## config.mk

```make
export PLATFORM = sky130hd
export DESIGN_NAME = sequence_control
export DESIGN_NICKNAME = d
export VERILOG_FILES = /design/src/seq_pkg.sv /design/src/sequence_control.sv /design/src/control_gen.sv /design/src/seq_fsm.sv /design/src/branch_cond.sv /design/src/instr_decode.sv
export SDC_FILE = /design/constraint.sdc
export NUM_CORES = 1
export LEC_CHECK = 0
export ABC_AREA = 1
export BUFFER_PORTS_ARGS = -buffer_cell sky130_fd_sc_hd__buf_2
export CORE_MARGIN = 4
export CORE_UTILIZATION = 35
export CTS_CLUSTER_DIAMETER = 60
export DETAILED_ROUTE_END_ITERATION = 16
export PLACE_DENSITY_LB_ADDON = 0.25
export SYNTH_ARGS = -nofsm -noshare
export SYNTH_HDL_FRONTEND = slang
export SYNTH_SLANG_ARGS = --single-unit
```

## constraint.sdc

```tcl
create_clock -name Clk -period 1.2 [get_ports Clk]
set_input_delay 0.24 -clock Clk [delete_from_list [all_inputs] [get_ports Clk]]
set_output_delay 0.24 -clock Clk [all_outputs]
set_load 0.005 [all_outputs]
```

## src/seq_pkg.sv

```systemverilog
package seq_pkg;

    // ------------------------------------------------------------
    // Widths
    // ------------------------------------------------------------
    localparam int DATA_W = 16;  // Instruction word
    localparam int OPC_W  = 5;
    localparam int REG_AW = 3;   // Register file address
    localparam int FLAG_W = 4;   // V N C Z

    // Instruction field positions
    localparam int OPC_MSB      = 15;
    localparam int OPC_LSB      = 11;
    localparam int DEST_MSB     = 11;  // Shares bit 11 with the opcode
    localparam int DEST_LSB     = 9;
    localparam int SRC2_MSB     = 6;
    localparam int SRC2_LSB     = 4;
    localparam int SRC1_MSB     = 2;
    localparam int SRC1_LSB     = 0;
    localparam int IGN_DEST_BIT = 10;  // Set for compare style ALU ops

    // ------------------------------------------------------------
    // Encodings
    // ------------------------------------------------------------
    typedef enum logic [OPC_W-1:0] {
        OP_NOP = 5'd0,  OP_HLT = 5'd1,  OP_JMP = 5'd2,  OP_JPL = 5'd3,
        OP_RET = 5'd4,  OP_OTR = 5'd5,  OP_OTM = 5'd6,  OP_LDI = 5'd7,
        OP_LD  = 5'd8,  OP_ST  = 5'd9,  OP_STX = 5'd10, OP_MOV = 5'd11,
        OP_BDQ = 5'd12, OP_BDE = 5'd13, OP_BDT = 5'd14, OP_BDS = 5'd15,
        OP_BXQ = 5'd16, OP_BXE = 5'd17, OP_BXT = 5'd18, OP_BXS = 5'd19,
        OP_ADD = 5'd20, OP_SUB = 5'd21, OP_AND = 5'd22, OP_OR  = 5'd23,
        OP_XOR = 5'd24, OP_NOT = 5'd25, OP_SHL = 5'd26, OP_SHR = 5'd27
    } opcode_e;  // 28..31 behave as NOP

    typedef enum logic [3:0] {
        S_RESET, S_READY, S_FETCH_ADDR, S_FETCH_IR,
        S_DECODE, S_EXECUTE, S_ALU_WB, S_HALT
    } state_e;

    typedef enum logic [3:0] {
        ALU_ADD = 4'd0, ALU_SUB = 4'd1, ALU_AND = 4'd2, ALU_OR   = 4'd3,
        ALU_XOR = 4'd4, ALU_NOT = 4'd5, ALU_SHL = 4'd6, ALU_SHR  = 4'd7,
        ALU_NONE = 4'd9
    } alu_op_e;

    typedef enum logic [2:0] {
        COND_NEVER, COND_ZERO, COND_NOT_ZERO, COND_LESS, COND_CARRY
    } cond_e;

    typedef enum logic [1:0] {SEQ_SINGLE, SEQ_MEM_EXEC, SEQ_ALU_WB, SEQ_STOP} seq_kind_e;

    typedef enum logic [1:0] {PC_BRANCH = 2'd0, PC_RETURN = 2'd1, PC_SRC1 = 2'd2} pc_src_e;

    typedef enum logic [1:0] {
        ADDR_PC = 2'd0, ADDR_SRC2 = 2'd1, ADDR_IMM_LO = 2'd2, ADDR_IMM_HI = 2'd3
    } addr_src_e;

    typedef enum logic [1:0] {
        DATA_ZEXT = 2'd0, DATA_MEM = 2'd1, DATA_ALU = 2'd2, DATA_SRC1 = 2'd3
    } data_src_e;

    typedef enum logic {OUT_MEM, OUT_REGFILE} out_sel_e;
    typedef enum logic {BRA_INDEXED = 1'b0, BRA_DIRECT = 1'b1} bra_src_e;

    // ------------------------------------------------------------
    // Bundles
    // ------------------------------------------------------------
    typedef struct packed {
        logic v;  // Overflow
        logic n;  // Sign
        logic c;  // Carry out
        logic z;  // Zero result in bit 0
    } alu_flags_t;

    typedef struct packed {
        logic [REG_AW-1:0] dest;
        logic [REG_AW-1:0] src2;
        logic [REG_AW-1:0] src1;
    } reg_fields_t;

    typedef struct packed {
        opcode_e   opcode;
        alu_op_e   alu_op;    // ALU_NONE for non-ALU opcodes
        cond_e     cond;      // COND_NEVER unless a branch
        bra_src_e  bra_src;
        seq_kind_e seq_kind;  // Length of the instruction tail
    } decoded_t;

    typedef struct packed {
        logic      stk_ld;
        bra_src_e  bra_src;
        logic      ir_ld;
        logic      pc_rst;
        logic      pc_inc;
        logic      pc_ld;
        pc_src_e   pc_src;
        logic      mem_en;
        logic      mem_wr;   // High writes, low reads
        addr_src_e addr_src;
        logic      reg_we;
        data_src_e data_src;
        alu_op_e   alu_op;
        logic      alu_ld;
        logic      flg_ld;
        logic      flg_rst;
        logic      out_ld;
        out_sel_e  out_sel;
    } ctrl_t;

    // Nothing enabled and muxes at their resting selects
    localparam ctrl_t CTRL_IDLE = '{
        stk_ld: 1'b0, bra_src: BRA_DIRECT, ir_ld: 1'b0, pc_rst: 1'b0,
        pc_inc: 1'b0, pc_ld: 1'b0, pc_src: PC_BRANCH, mem_en: 1'b0,
        mem_wr: 1'b0, addr_src: ADDR_PC, reg_we: 1'b0, data_src: DATA_ZEXT,
        alu_op: ALU_NONE, alu_ld: 1'b0, flg_ld: 1'b0, flg_rst: 1'b0,
        out_ld: 1'b0, out_sel: OUT_REGFILE
    };

endpackage
```

## src/sequence_control.sv

```systemverilog
`timescale 1ns/10ps

module sequence_control (
    input  logic                       Clk,
    input  logic                       rst_n,
    input  logic [seq_pkg::DATA_W-1:0] ir,     // Instruction register
    input  seq_pkg::alu_flags_t        flags,  // Latched ALU flags
    output seq_pkg::ctrl_t             ctrl,   // Datapath controls, active high
    output seq_pkg::reg_fields_t       regs,
    output logic                       ready,
    output logic                       halt
);
    import seq_pkg::*;

    decoded_t dec;
    state_e   state;
    logic     take_branch;

    // ------------------------------------------------------------
    // Decode and branch test
    // ------------------------------------------------------------
    instr_decode u_decode (
        .ir   (ir),
        .dec  (dec),
        .regs (regs)
    );

    branch_cond u_branch (
        .cond        (dec.cond),
        .flags       (flags),
        .take_branch (take_branch)
    );

    // ------------------------------------------------------------
    // Sequencer and controls
    // ------------------------------------------------------------
    seq_fsm u_fsm (
        .Clk   (Clk),
        .rst_n (rst_n),
        .dec   (dec),
        .state (state)
    );

    control_gen u_ctrl (
        .state       (state),
        .dec         (dec),
        .take_branch (take_branch),
        .ctrl        (ctrl),
        .ready       (ready),
        .halt        (halt)
    );

endmodule

```

## src/control_gen.sv

```systemverilog
`timescale 1ns/10ps

module control_gen (
    input  seq_pkg::state_e   state,
    input  seq_pkg::decoded_t dec,
    input  logic              take_branch,
    output seq_pkg::ctrl_t    ctrl,
    output logic              ready,
    output logic              halt
);
    import seq_pkg::*;

    always_comb begin
        ctrl  = CTRL_IDLE;
        ready = 1'b1;
        halt  = 1'b0;

        case (state)
            S_RESET: begin
                ctrl.pc_rst = 1'b1;
                ready       = 1'b0;
            end

            S_HALT: begin
                halt  = 1'b1;
                ready = 1'b0;
            end

            // ------------------------------------------------------------
            // Fetch
            // ------------------------------------------------------------
            S_FETCH_ADDR: ctrl.mem_en = 1'b1;  // Read at PC

            S_FETCH_IR: begin
                ctrl.ir_ld  = 1'b1;
                ctrl.pc_inc = 1'b1;  // Bump PC on the same edge
            end

            // ------------------------------------------------------------
            // Decode
            // ------------------------------------------------------------
            S_DECODE: begin
                case (dec.opcode)
                    OP_HLT: ready = 1'b0;

                    // Flow
                    OP_JMP, OP_JPL: begin
                        ctrl.pc_ld  = 1'b1;
                        ctrl.pc_src = PC_SRC1;            // Absolute target in src1
                        ctrl.stk_ld = (dec.opcode == OP_JPL);  // Save return address
                    end
                    OP_RET: begin
                        ctrl.pc_ld  = 1'b1;
                        ctrl.pc_src = PC_RETURN;
                    end

                    OP_OTR: begin
                        ctrl.out_ld  = 1'b1;
                        ctrl.out_sel = OUT_REGFILE;
                    end

                    // Address phase, data follows in EXECUTE
                    OP_OTM, OP_LD: begin
                        ctrl.mem_en   = 1'b1;
                        ctrl.addr_src = ADDR_IMM_LO;
                    end

                    OP_LDI: begin
                        ctrl.reg_we   = 1'b1;
                        ctrl.data_src = DATA_ZEXT;  // Zero extended low byte
                    end

                    // Stores
                    OP_ST, OP_STX: begin
                        ctrl.mem_en   = 1'b1;
                        ctrl.mem_wr   = 1'b1;
                        ctrl.addr_src = (dec.opcode == OP_ST) ? ADDR_IMM_HI : ADDR_SRC2;
                    end

                    OP_MOV: begin
                        ctrl.reg_we   = 1'b1;
                        ctrl.data_src = DATA_SRC1;
                    end

                    default: ;  // NOP, branches and ALU handled below
                endcase

                // Flags are kept for every ALU op
                if (dec.alu_op != ALU_NONE) begin
                    ctrl.alu_op = dec.alu_op;
                    ctrl.flg_ld = 1'b1;
                    ctrl.alu_ld = (dec.seq_kind == SEQ_ALU_WB);  // Result held for WB
                end

                // Non-branch opcodes carry COND_NEVER
                if (take_branch) begin
                    ctrl.pc_ld   = 1'b1;
                    ctrl.pc_src  = PC_BRANCH;
                    ctrl.bra_src = dec.bra_src;
                    ctrl.flg_rst = 1'b1;
                end
            end

            // ------------------------------------------------------------
            // Fourth cycle
            // ------------------------------------------------------------
            S_EXECUTE: begin
                if (dec.opcode == OP_LD) begin
                    ctrl.reg_we   = 1'b1;
                    ctrl.data_src = DATA_MEM;
                end else if (dec.opcode == OP_OTM) begin
                    ctrl.mem_en   = 1'b1;         // Keep the word on the bus
                    ctrl.addr_src = ADDR_IMM_LO;
                    ctrl.out_ld   = 1'b1;
                    ctrl.out_sel  = OUT_MEM;
                end
            end

            S_ALU_WB: begin
                ctrl.reg_we   = 1'b1;
                ctrl.data_src = DATA_ALU;
            end

            default: ;  // READY drives nothing
        endcase
    end

endmodule

```

## src/seq_fsm.sv

```systemverilog
`timescale 1ns/10ps

module seq_fsm (
    input  logic              Clk,
    input  logic              rst_n,
    input  seq_pkg::decoded_t dec,
    output seq_pkg::state_e   state
);
    import seq_pkg::*;

    state_e next_state;

    // ------------------------------------------------------------
    // State register
    // ------------------------------------------------------------
    always_ff @(posedge Clk or negedge rst_n) begin
        if (!rst_n) begin
            state <= S_RESET;
        end else begin
            state <= next_state;
        end
    end

    // ------------------------------------------------------------
    // Next state
    // ------------------------------------------------------------
    always_comb begin
        case (state)
            S_RESET:      next_state = S_READY;
            S_READY:      next_state = S_FETCH_ADDR;

            // PC onto the memory address
            S_FETCH_ADDR: next_state = S_FETCH_IR;

            // Memory word into IR
            S_FETCH_IR:   next_state = S_DECODE;

            // Tail length comes from the decoder
            S_DECODE: begin
                case (dec.seq_kind)
                    SEQ_MEM_EXEC: next_state = S_EXECUTE;
                    SEQ_ALU_WB:   next_state = S_ALU_WB;
                    SEQ_STOP:     next_state = S_HALT;
                    default:      next_state = S_FETCH_ADDR;
                endcase
            end

            // Fourth cycles always go back to fetch
            S_EXECUTE:    next_state = S_FETCH_ADDR;
            S_ALU_WB:     next_state = S_FETCH_ADDR;

            S_HALT:       next_state = S_HALT;  // Left only by rst_n

            // Illegal encodings restart the sequence
            default:      next_state = S_RESET;
        endcase
    end

endmodule

```

## src/branch_cond.sv

```systemverilog
`timescale 1ns/10ps

module branch_cond (
    input  seq_pkg::cond_e      cond,
    input  seq_pkg::alu_flags_t flags,
    output logic                take_branch
);
    import seq_pkg::*;

    // One rule per flag test, ordered as the cond codes after NEVER
    logic [FLAG_W-1:0] rule_hit;

    assign rule_hit[0] = flags.z;             // Equal
    assign rule_hit[1] = ~flags.z;            // Not equal
    assign rule_hit[2] = flags.n ^ flags.v;   // Signed less than
    assign rule_hit[3] = flags.c;             // Carry set

    always_comb begin
        case (cond)
            COND_ZERO:     take_branch = rule_hit[0];
            COND_NOT_ZERO: take_branch = rule_hit[1];
            COND_LESS:     take_branch = rule_hit[2];
            COND_CARRY:    take_branch = rule_hit[3];
            default:       take_branch = 1'b0;  // NEVER and unused codes
        endcase
    end

endmodule

```

## src/instr_decode.sv

```systemverilog
`timescale 1ns/10ps

module instr_decode (
    input  logic [seq_pkg::DATA_W-1:0] ir,    // Instruction register contents
    output seq_pkg::decoded_t          dec,
    output seq_pkg::reg_fields_t       regs
);
    import seq_pkg::*;

    logic ignore_dest;

    // ------------------------------------------------------------
    // Register fields go straight out
    // ------------------------------------------------------------
    assign regs.dest = ir[DEST_MSB:DEST_LSB];
    assign regs.src2 = ir[SRC2_MSB:SRC2_LSB];
    assign regs.src1 = ir[SRC1_MSB:SRC1_LSB];

    assign ignore_dest = ir[IGN_DEST_BIT];

    // ------------------------------------------------------------
    // Opcode classification
    // ------------------------------------------------------------
    always_comb begin
        dec.opcode   = opcode_e'(ir[OPC_MSB:OPC_LSB]);
        dec.alu_op   = ALU_NONE;
        dec.cond     = COND_NEVER;  // Only branches test flags
        dec.bra_src  = BRA_DIRECT;
        dec.seq_kind = SEQ_SINGLE;

        case (dec.opcode)
            OP_HLT:        dec.seq_kind = SEQ_STOP;
            OP_LD, OP_OTM: dec.seq_kind = SEQ_MEM_EXEC;  // Memory data lands a cycle later

            // Direct branches
            OP_BDQ: dec.cond = COND_ZERO;
            OP_BDE: dec.cond = COND_NOT_ZERO;
            OP_BDT: dec.cond = COND_LESS;
            OP_BDS: dec.cond = COND_CARRY;

            // Indexed branches with the same tests
            OP_BXQ, OP_BXE, OP_BXT, OP_BXS: begin
                dec.bra_src = BRA_INDEXED;
                case (dec.opcode)
                    OP_BXQ:  dec.cond = COND_ZERO;
                    OP_BXE:  dec.cond = COND_NOT_ZERO;
                    OP_BXT:  dec.cond = COND_LESS;
                    default: dec.cond = COND_CARRY;
                endcase
            end

            // ALU group
            OP_ADD, OP_SUB, OP_AND, OP_OR, OP_XOR, OP_NOT, OP_SHL, OP_SHR: begin
                case (dec.opcode)
                    OP_ADD:  dec.alu_op = ALU_ADD;
                    OP_SUB:  dec.alu_op = ALU_SUB;  // CMP when ignore_dest set
                    OP_AND:  dec.alu_op = ALU_AND;
                    OP_OR:   dec.alu_op = ALU_OR;
                    OP_XOR:  dec.alu_op = ALU_XOR;
                    OP_NOT:  dec.alu_op = ALU_NOT;
                    OP_SHL:  dec.alu_op = ALU_SHL;
                    default: dec.alu_op = ALU_SHR;
                endcase
                // Compare style ops update flags only and skip write-back
                dec.seq_kind = ignore_dest ? SEQ_SINGLE : SEQ_ALU_WB;
            end

            default: ;  // NOP and unused codes
        endcase
    end

endmodule

```

# [Word level (Yosys, flattened, before mapping)]
# Index checks and enable logic that the tools add are counted.
[word_totals] n_memories=0 mem_bits_rw=0 input_bits=22 register_bits=4 romBits=0 latchBits=0
[classes] bitwise=2 n_reduce_logical=9 div_mod_pow=0 magnitude_cmp=0 shifts=0 eq_ne=42 addsub=0 mul=0 muxes=42
[ops] op="== test 5 bit, second input constant" count=12
[ops] op="== test 5 x 4 -> 1 bit, second input constant" count=8
[ops] op="one-hot mux 3 bit (3 select lines)" count=3
[ops] op="one-hot mux 4 bit (6 select lines)" count=1
[ops] op="one-hot mux 3 bit (7 select lines)" count=1
[ops] op="== test 5 x 3 -> 1 bit, second input constant" count=4
[ops] op="== test 4 x 3 -> 1 bit, second input constant" count=4
[ops] op="two-way mux 2 bit" count=8
[ops] op="one-hot mux 3 bit (5 select lines)" count=1
[ops] op="two-way mux 1 bit" count=13
[ops] op="one-hot mux 2 bit (2 select lines)" count=3
[ops] op="one-hot mux 3 bit (2 select lines)" count=2
[ops] op="== test 5 x 2 -> 1 bit, second input constant" count=2
[ops] op="two-way mux 3 bit" count=3
[ops] op="== test 4 x 2 -> 1 bit, second input constant" count=2
[ops] op="OR reduction 2 bit" count=4
[ops] op="OR reduction 4 bit" count=2
[ops] op="OR reduction 8 bit" count=1
[ops] op="two-way mux 7 bit" count=1
[ops] op="== test 3 x 2 -> 1 bit, second input constant" count=2
[ops] op="two-way mux 6 bit" count=1
[ops] op="one-hot mux 2 bit (3 select lines)" count=1
[ops] op="== test 5 x 1 -> 1 bit, second input constant" count=1
[ops] op="== test 2 bit, second input constant" count=2
[ops] op="13 further kinds" count=13

# [Depth between registers and ports, before layout]
# Gate-level depths: netlist (run 1).
[depth] depth_word=7 ltp_mapped=7

# [Hierarchy]
# Synthesis (run 1) repeated with hierarchy kept, for this count alone.
[hier_totals] cells_unflattened=166 hier_area_um2=845.8
[by_module_without_submodules] mod="control_gen" area_per_inst_um2=367.9 n_inst=1 cells_each=79
[by_module_without_submodules] mod="instr_decode" area_per_inst_um2=246.5 n_inst=1 cells_each=47
[by_module_without_submodules] mod="seq_fsm" area_per_inst_um2=161.4 n_inst=1 cells_each=22
[by_module_without_submodules] mod="branch_cond" area_per_inst_um2=70.1 n_inst=1 cells_each=18

# [Worst setup path after synthesis (run 1)]
# OpenSTA, ideal clock, no wires.
[synth_timing] path_type="reg-to-output" start="reg u_fsm.state[0]" end="out ctrl[13] in the netlist's numbering" slack_ns=-0.047 t_arrival_ns=1.007 path_stages_with_launch=7 path_cell_list="dfrtp_1 nor2_4 nand2_4 inv_1 buf_6 nand4_1 nand3_1"
[synth_lines] element="from (decl)" line="seq_fsm.sv:7" rtl="output seq_pkg::state_e state"
[synth_lines] element="from (signal assigned)" line="seq_fsm.sv:20" rtl="state <= next_state;"
[synth_lines] element="to (decl)" line="sequence_control.sv:8" rtl="output seq_pkg::ctrl_t ctrl,"

==> impl_metrics.csv, run 1 <==
group,metric,value,unit
power,p_leak,0.704,nW
drt,wire_per_inst,10.3,um
cts,clk_path_buf_depth,2,
timing,fin_ws,-0.380,ns
power,total_power,0.429,mW
timing,fin_hold_ws,0.345,ns
grt,grt_pass1_vias,808,
timing,setup_violations,26,
critical_path,cpPeakStageDelay,0.41,ns
critical_path,cp_slowest_cell,"dfrtp_1",
cts,cts_sinks,3,
synthesis,synthCells,123,
floorplanning,rows,15,
timing,fin_crit,1.58,ns
timing,tightest_slew,0.241,ns
drt,drc_errors,0,
floorplanning,die-height,52.5,um
synthesis,synth_cell_types,21,
synthesis,synth_area_leaders,"nand2_1, nand3_1, buf_4",
synthesis,synth_top_area_share,15.1,%
drt,detail-route-antenna-nets,0,
synthesis,ys.flop_type,"dfrtp_1",
place,place_congestion,0.935,
cts,worstSkewPairLatency,0.23,ns
cts,path_clk_slew,0.04,ns
floorplanning,fp.dieW,52.5,um
timing,finalMaxSlewViolations,0,
floorplanning,die_area,2760,um^2
synthesis,async_flop_share,100,%
timing,hold_viol_final,0,
timing,period_share,132,%
synthesis,synth-seq-cells,3,
critical_path,crit_fanout,5,
grt,antenna_found_initial,0,
critical_path,critical_path.top_delay_family,"simple AND/OR/NAND/NOR gates",
cells_and_area,nets,204,
timing,fin_worst_skew,0.00285,ns
drt,dr.first_iter.drc_count,15,
cells_and_area,largest_reg_flops,3,
synthesis,synth-edff-count,0,
floorplanning,ios,57,
timing,tns,-7.84,ns
cts,numCtsBuffers,3,
grt,grt_max_degree,12,
job,maxCapViolCount,0,
synthesis,yosysTopAreaCell,"nand2_1",
synthesis,yosysSeqAreaShare,10.8,%
critical_path,worstPathRequired,0.96,ns
grt,grt_pass1_wl,3280,um
cells_and_area,largest_register,"u_fsm.state",
worst_hold_path,hold_path_class,"in2async",
cells_and_area,antenna_cells,0,
synthesis,synth_area,694,um^2
critical_path,path_class,"reg2out",
synthesis,synth_warnings,0,
critical_path,crit_arrival,1.34,ns
synthesis,yosysMostFrequentCell,"nand2_1",
synthesis,syn_avg_cell_area,5.65,um^2
run_status,violations,"negative setup slack",
cts,root_buffer,"clkbuf_4",
timing,max_slew_margin,83.9,%
place,port_buffers,39,
drt,dr.pass1.iters,4,
timing,rsz0062_at_grt,"yes",
drt,vias_per_cell,4.65,
drt,vias,958,
cts,cts_tree,"yes",
run_status,run_status,"finished, violations left",
critical_path,crit_buf_inv,2,
timing,timing.fmax,633,MHz
cts,htreeDepth,1,
cells_and_area,drive_gt1_share,58.6,%
synthesis,synth_nets,145,
floorplanning,core-area,1800,um^2
synthesis,yosys-top-cells-count,"nand2_1, inv_1, nand3_1",
floorplanning,start_util,38.5,%
place,dp_hpwl,1670,um
grt,grt-ovfl-total,0,
power,p_per_area,364,nW/um^2
critical_path,cp_cell_sequence,"nor2_4 -> nand2_4 -> buf_6 -> nor3_2 -> buf_2",
cells_and_area,areaGrowthSynthToFinish,70.1,%
drt,totalWireLength,2120,um
grt,grt.total_usage,14.8,%
critical_path,start_kind,"flip-flop",
cells_and_area,largestRegisters,"u_fsm.state x3",
critical_path,endpoint_kind,"output pin",
power,irDropWorstVdd,315,uV
==> cells in the final DEF (no fill, tap or decap), types with 2 or more instances in the layout <==
cell      synthesis  routed
buf_2             1      37
nand2_1          28      24
buf_4            11      23
nand3_1          17      15
inv_1            18      13
nor2_1           16      10
inv_2             4       8
nor2_4            3       7
buf_6             1       6
nand3_2           3       5
nor2_2            2       4
nand2_2           2       4
nand2_4           1       3
o21ai_0           3       3
a21oi_1           3       3
nand4_1           3       3
clkbuf_4          0       3
dfrtp_1           3       2
==> logic make-up (layout without fill, tap and decap cells) <==
group / count (synthesis) / in the layout / synth area share (%)
AOI/OAI and AO/OA: 8 / 8 / 7.39
buffers and inverters: 35 / 93 / 26.1
DFF: 3 / 3 / 10.8
and+or+nand+nor: 77 / 77 / 55.7
==> metal layers <==
metal | GRT usage (%) | share of wire [%] | wire length [um]
met4 | 2.13 | 0 | 0
met2 | 23.3 | 47 | 986
met3 | 1.14 | 7.1 | 150
met1 | 22.1 | 46 | 981
met5 | 0 | 0 | 0
==> power by group <==
part	internal, mW	leakage [nW]	total, mW	switching, mW
Sequential	0.102	0.0259	0.102	0
Combinational	0.0648	0.663	0.149	0.0838
Clock	0.125	0.0150	0.179	0.0544
==> final cells by class <==
type,instances,area (um^2)
clock buffer,4,26.3
fill,174,621
inverter,22,95.1
multi-input combinational,85,517
sequential,3,76.3
tap,25,31.3
timing repair buffer,67,435
==> worst paths after layout <==
path / from / end / slack (ns) / depth (start not counted)
hold / removal: rst_n / u_fsm.state[1] / 0.34 / 2
max in group asynchronous: rst_n / u_fsm.state[2] / 0.74 / 2
setup / recovery: u_fsm.state[0] / ctrl[23] / -0.38 / 5
hold reg to reg: u_fsm.state[2] / u_fsm.state[1] / 0.68 / 3
setup reg to reg: u_fsm.state[0] / u_fsm.state[0] / 0.04 / 7
min in group Clk: ir[10] / u_fsm.state[2] / 0.45 / 6
==> timing repair <==
| action | in CTS | in global routing |
|---|---|---|
| buffers inserted | 0 | 2 |
| cloned | 0 | 0 |
| hold buffers | 1 | 0 |
| gates resized for setup | 12 | 22 |
| pin swaps | 6 | 4 |
| endpoints found under the setup margin | 27 | 27 |
| endpoints found under the hold margin | 3 | 0 |
==> stage by stage <==
| stage | std cells | setup slack, ns | instance area (um^2) | util (%) |
|---|---|---|---|---|
| 3_3_place_gp | 199 | -0.189 | 1010 | 56.3 |
| 5_1_grt | 206 | -0.453 | 1180 | 65.6 |
| 6_report | 206 | -0.380 | 1180 | 65.6 |
| 3_5_place_dp | 199 | -0.223 | 1010 | 56.3 |
| 4_1_cts | 204 | -0.342 | 1080 | 60.2 |
| 2_1_floorplan | 123 | -0.0258 | 699 | - |
Note: power is estimated with default switching activity, not from simulation.
==> run 2: changes to the inputs <==
--- a/config.mk
+++ b/config.mk
@@ -6,12 +6,14 @@
 export NUM_CORES = 1
 export LEC_CHECK = 0
 export ABC_AREA = 1
+export ABC_CLOCK_PERIOD_IN_PS = 1200
 export BUFFER_PORTS_ARGS = -buffer_cell sky130_fd_sc_hd__buf_2
 export CORE_MARGIN = 4
 export CORE_UTILIZATION = 35
 export CTS_CLUSTER_DIAMETER = 60
 export DETAILED_ROUTE_END_ITERATION = 16
 export PLACE_DENSITY_LB_ADDON = 0.25
+export RECOVER_POWER = 50
 export SYNTH_ARGS = -nofsm -noshare
 export SYNTH_HDL_FRONTEND = slang
 export SYNTH_SLANG_ARGS = --single-unit
==> constraint.sdc (replaced) <==
create_clock -name Clk -period 1.2 [get_ports Clk]
set_input_delay 0.36 -clock Clk [delete_from_list [all_inputs] [get_ports Clk]]
set_output_delay 0.36 -clock Clk [all_outputs]
set_load 0.005 [all_outputs]
==> impl_metrics.csv, run 2 (synthesis results as in run 1) <==
group,metric,value,unit
run_status,run_status,"finished, violations left",
run_status,violations,"negative setup slack",
timing,rsz0062_at_grt,"yes",
cts,numCtsBuffers,3,
drt,vias,977,
cells_and_area,layout.cells.non_filler,207,
power,total_power,0.424,mW
cells_and_area,largest_reg_flops,3,
timing,fin_worst_skew,0.000428,ns
place,port_buffers,39,
cts,path_clk_slew,0.04,ns
critical_path,worstPathRequired,0.84,ns
grt,grt_util_met1,20.9,%
timing,fin_ws,-0.499,ns
grt,use_met3,5.13,%
cts,root_buffer,"clkbuf_4",
critical_path,path_class,"reg2out",
critical_path,cp_slowest_cell,"dfrtp_2",
critical_path,worstSetupStartpoint,"u_fsm.state[1]",
cells_and_area,drive_gt1_share,61.5,%
timing,period_share,142,%
cells_and_area,final_cell_mix,"buf_2, nand2_1, buf_4, inv_1, nand3_1",
critical_path,cp_cell_sequence,"nor2_4 -> nand2_4 -> inv_8 -> nand4_1 -> nand3_2 -> buf_2",
place,place_congestion,0.878,
floorplanning,fp.dieW,52.5,um
grt,antenna_found_initial,0,
place,dp_hpwl,1850,um
cells_and_area,largest_register,"u_fsm.state",
drt,vias_per_cell,4.72,
critical_path,crit_fanout,10,
cells_and_area,largestRegisters,"u_fsm.state x3",
power,irDropWorstVdd,353,uV
place,placed_cells,198,
grt,grt_busiest_layer,"met2",
drt,drc_errors,0,
timing,timing.fmax,588,MHz
cts,cts_sinks,3,
cells_and_area,nets,205,
cells_and_area,areaGrowthSynthToFinish,77.1,%
power,p_per_area,344,nW/um^2
timing,fin_hold_ws,0.486,ns
critical_path,cpPeakStageDelay,0.44,ns
drt,dr.pass1.iters,4,
grt,grt_pass1_vias,978,
cells_and_area,layout.cells.most_common,"buf_2",
grt,grt.total_usage,19.4,%
power,p_leak,0.722,nW
timing,tightest_slew,0.212,ns
place,placed_area,1010,um^2
grt,grt_max_degree,11,
floorplanning,die_area,2760,um^2
cts,worstSkewPairLatency,0.23,ns
cells_and_area,n_fill_cell,160,
cts,cts_tree,"yes",
timing,tns,-11.18,ns
drt,detail-route-antenna-nets,0,
cts,clk_path_buf_depth,2,
floorplanning,core-area,1800,um^2
timing,setup_violations,26,
floorplanning,die-height,52.5,um
grt,grt_pass1_wl,4070,um
critical_path,reg2reg_from,"u_fsm.state[1]",
drt,wire_per_inst,12.1,um
timing,hold_viol_final,0,
drt,totalWireLength,2500,um
floorplanning,start_util,38.5,%
timing,finalMaxSlewViolations,0,
cells_and_area,antenna_cells,0,
job,maxCapViolCount,0,
grt,grt-ovfl-total,0,
grt,use_met2,34.3,%
critical_path,endpoint_kind,"output pin",
drt,dr.first_iter.drc_count,12,
timing,fin_crit,1.70,ns
critical_path,crit_buf_inv,2,
timing,max_slew_margin,85.7,%
cells_and_area,fin_area,1230,um^2
floorplanning,rows,15,
cts,htreeDepth,1,
critical_path,critical_path.top_delay_family,"flip-flops",
worst_hold_path,hold_path_class,"in2async",
critical_path,start_kind,"flip-flop",
floorplanning,ios,57,
critical_path,crit_arrival,1.34,ns
-- run 2: cell count changes in the layout (fill, tap and decap cells not counted), sizes merged --
cell | before | now
clkbuf | 4 | 5
inv | 21 | 22
clkinv | 1 | 0
-- run 2: stage by stage --
| step | util, % | worst slack (ns) |
|---|---|---|
| global placement | 56.0 | -0.352 |
| detailed placement | 56.0 | -0.388 |
| finish | 68.3 | -0.499 |
| global route | 68.3 | -0.572 |
| CTS | 65.0 | -0.474 |
| floorplan | - | -0.146 |
-- run 2: where the power goes --
group | internal, mW | switching (mW)
sequential | 0.102 | 0
clock | 0.124 | 0.0479
combinational | 0.0625 | 0.0870
-- run 2: final timing paths --
path                                   to  depth (start not counted)  slack, ns
max                              ctrl[13]                          6      -0.50
min                        u_fsm.state[2]                          2       0.49
max reg2reg                u_fsm.state[2]                          6       0.03
min reg2reg                u_fsm.state[1]                          4       0.69
max in group asynchronous  u_fsm.state[1]                          2       0.55
min in group Clk           u_fsm.state[2]                          7       0.66
-- run 2: worst register-to-register path: cells and delay by family, from the launching register on --
kind	cells	cell delay, ns
simple gates	4	0.40
buf+inv	2	0.27
flops	1	0.44
-- run 2: what timing repair did --
item / CTS / global route
buffers inserted: 4 / 1
resized for setup: 27 / 16
hold endpoints to repair: 3 / 0
setup endpoints to repair: 27 / 29
hold buffers: 1 / 0
pin swaps: 13 / 12
-- run 2: cell type report --
class                   count  area, um^2  share of cell area [%]
multi-input cells          85         558                    45.4
repair buffers             68         443                    36.0
flip-flops and latches      3        76.3                    6.21
inverters                  22        95.1                    7.73
clock buffers               4        26.3                    2.14
well taps                  25        31.3                    2.54
-- run 2: layer usage --
| metal | routed length [um] | part of all wire, % | vias up |
|---|---|---|---|
| li1 | - | - | 499 |
| met1 | 1020 | 41 | 452 |
| met2 | 1340 | 54 | 24 |
| met3 | 118 | 4.7 | 2 |
| met4 | 21 | 0.84 | 0 |
| met5 | 0 | 0 | - |
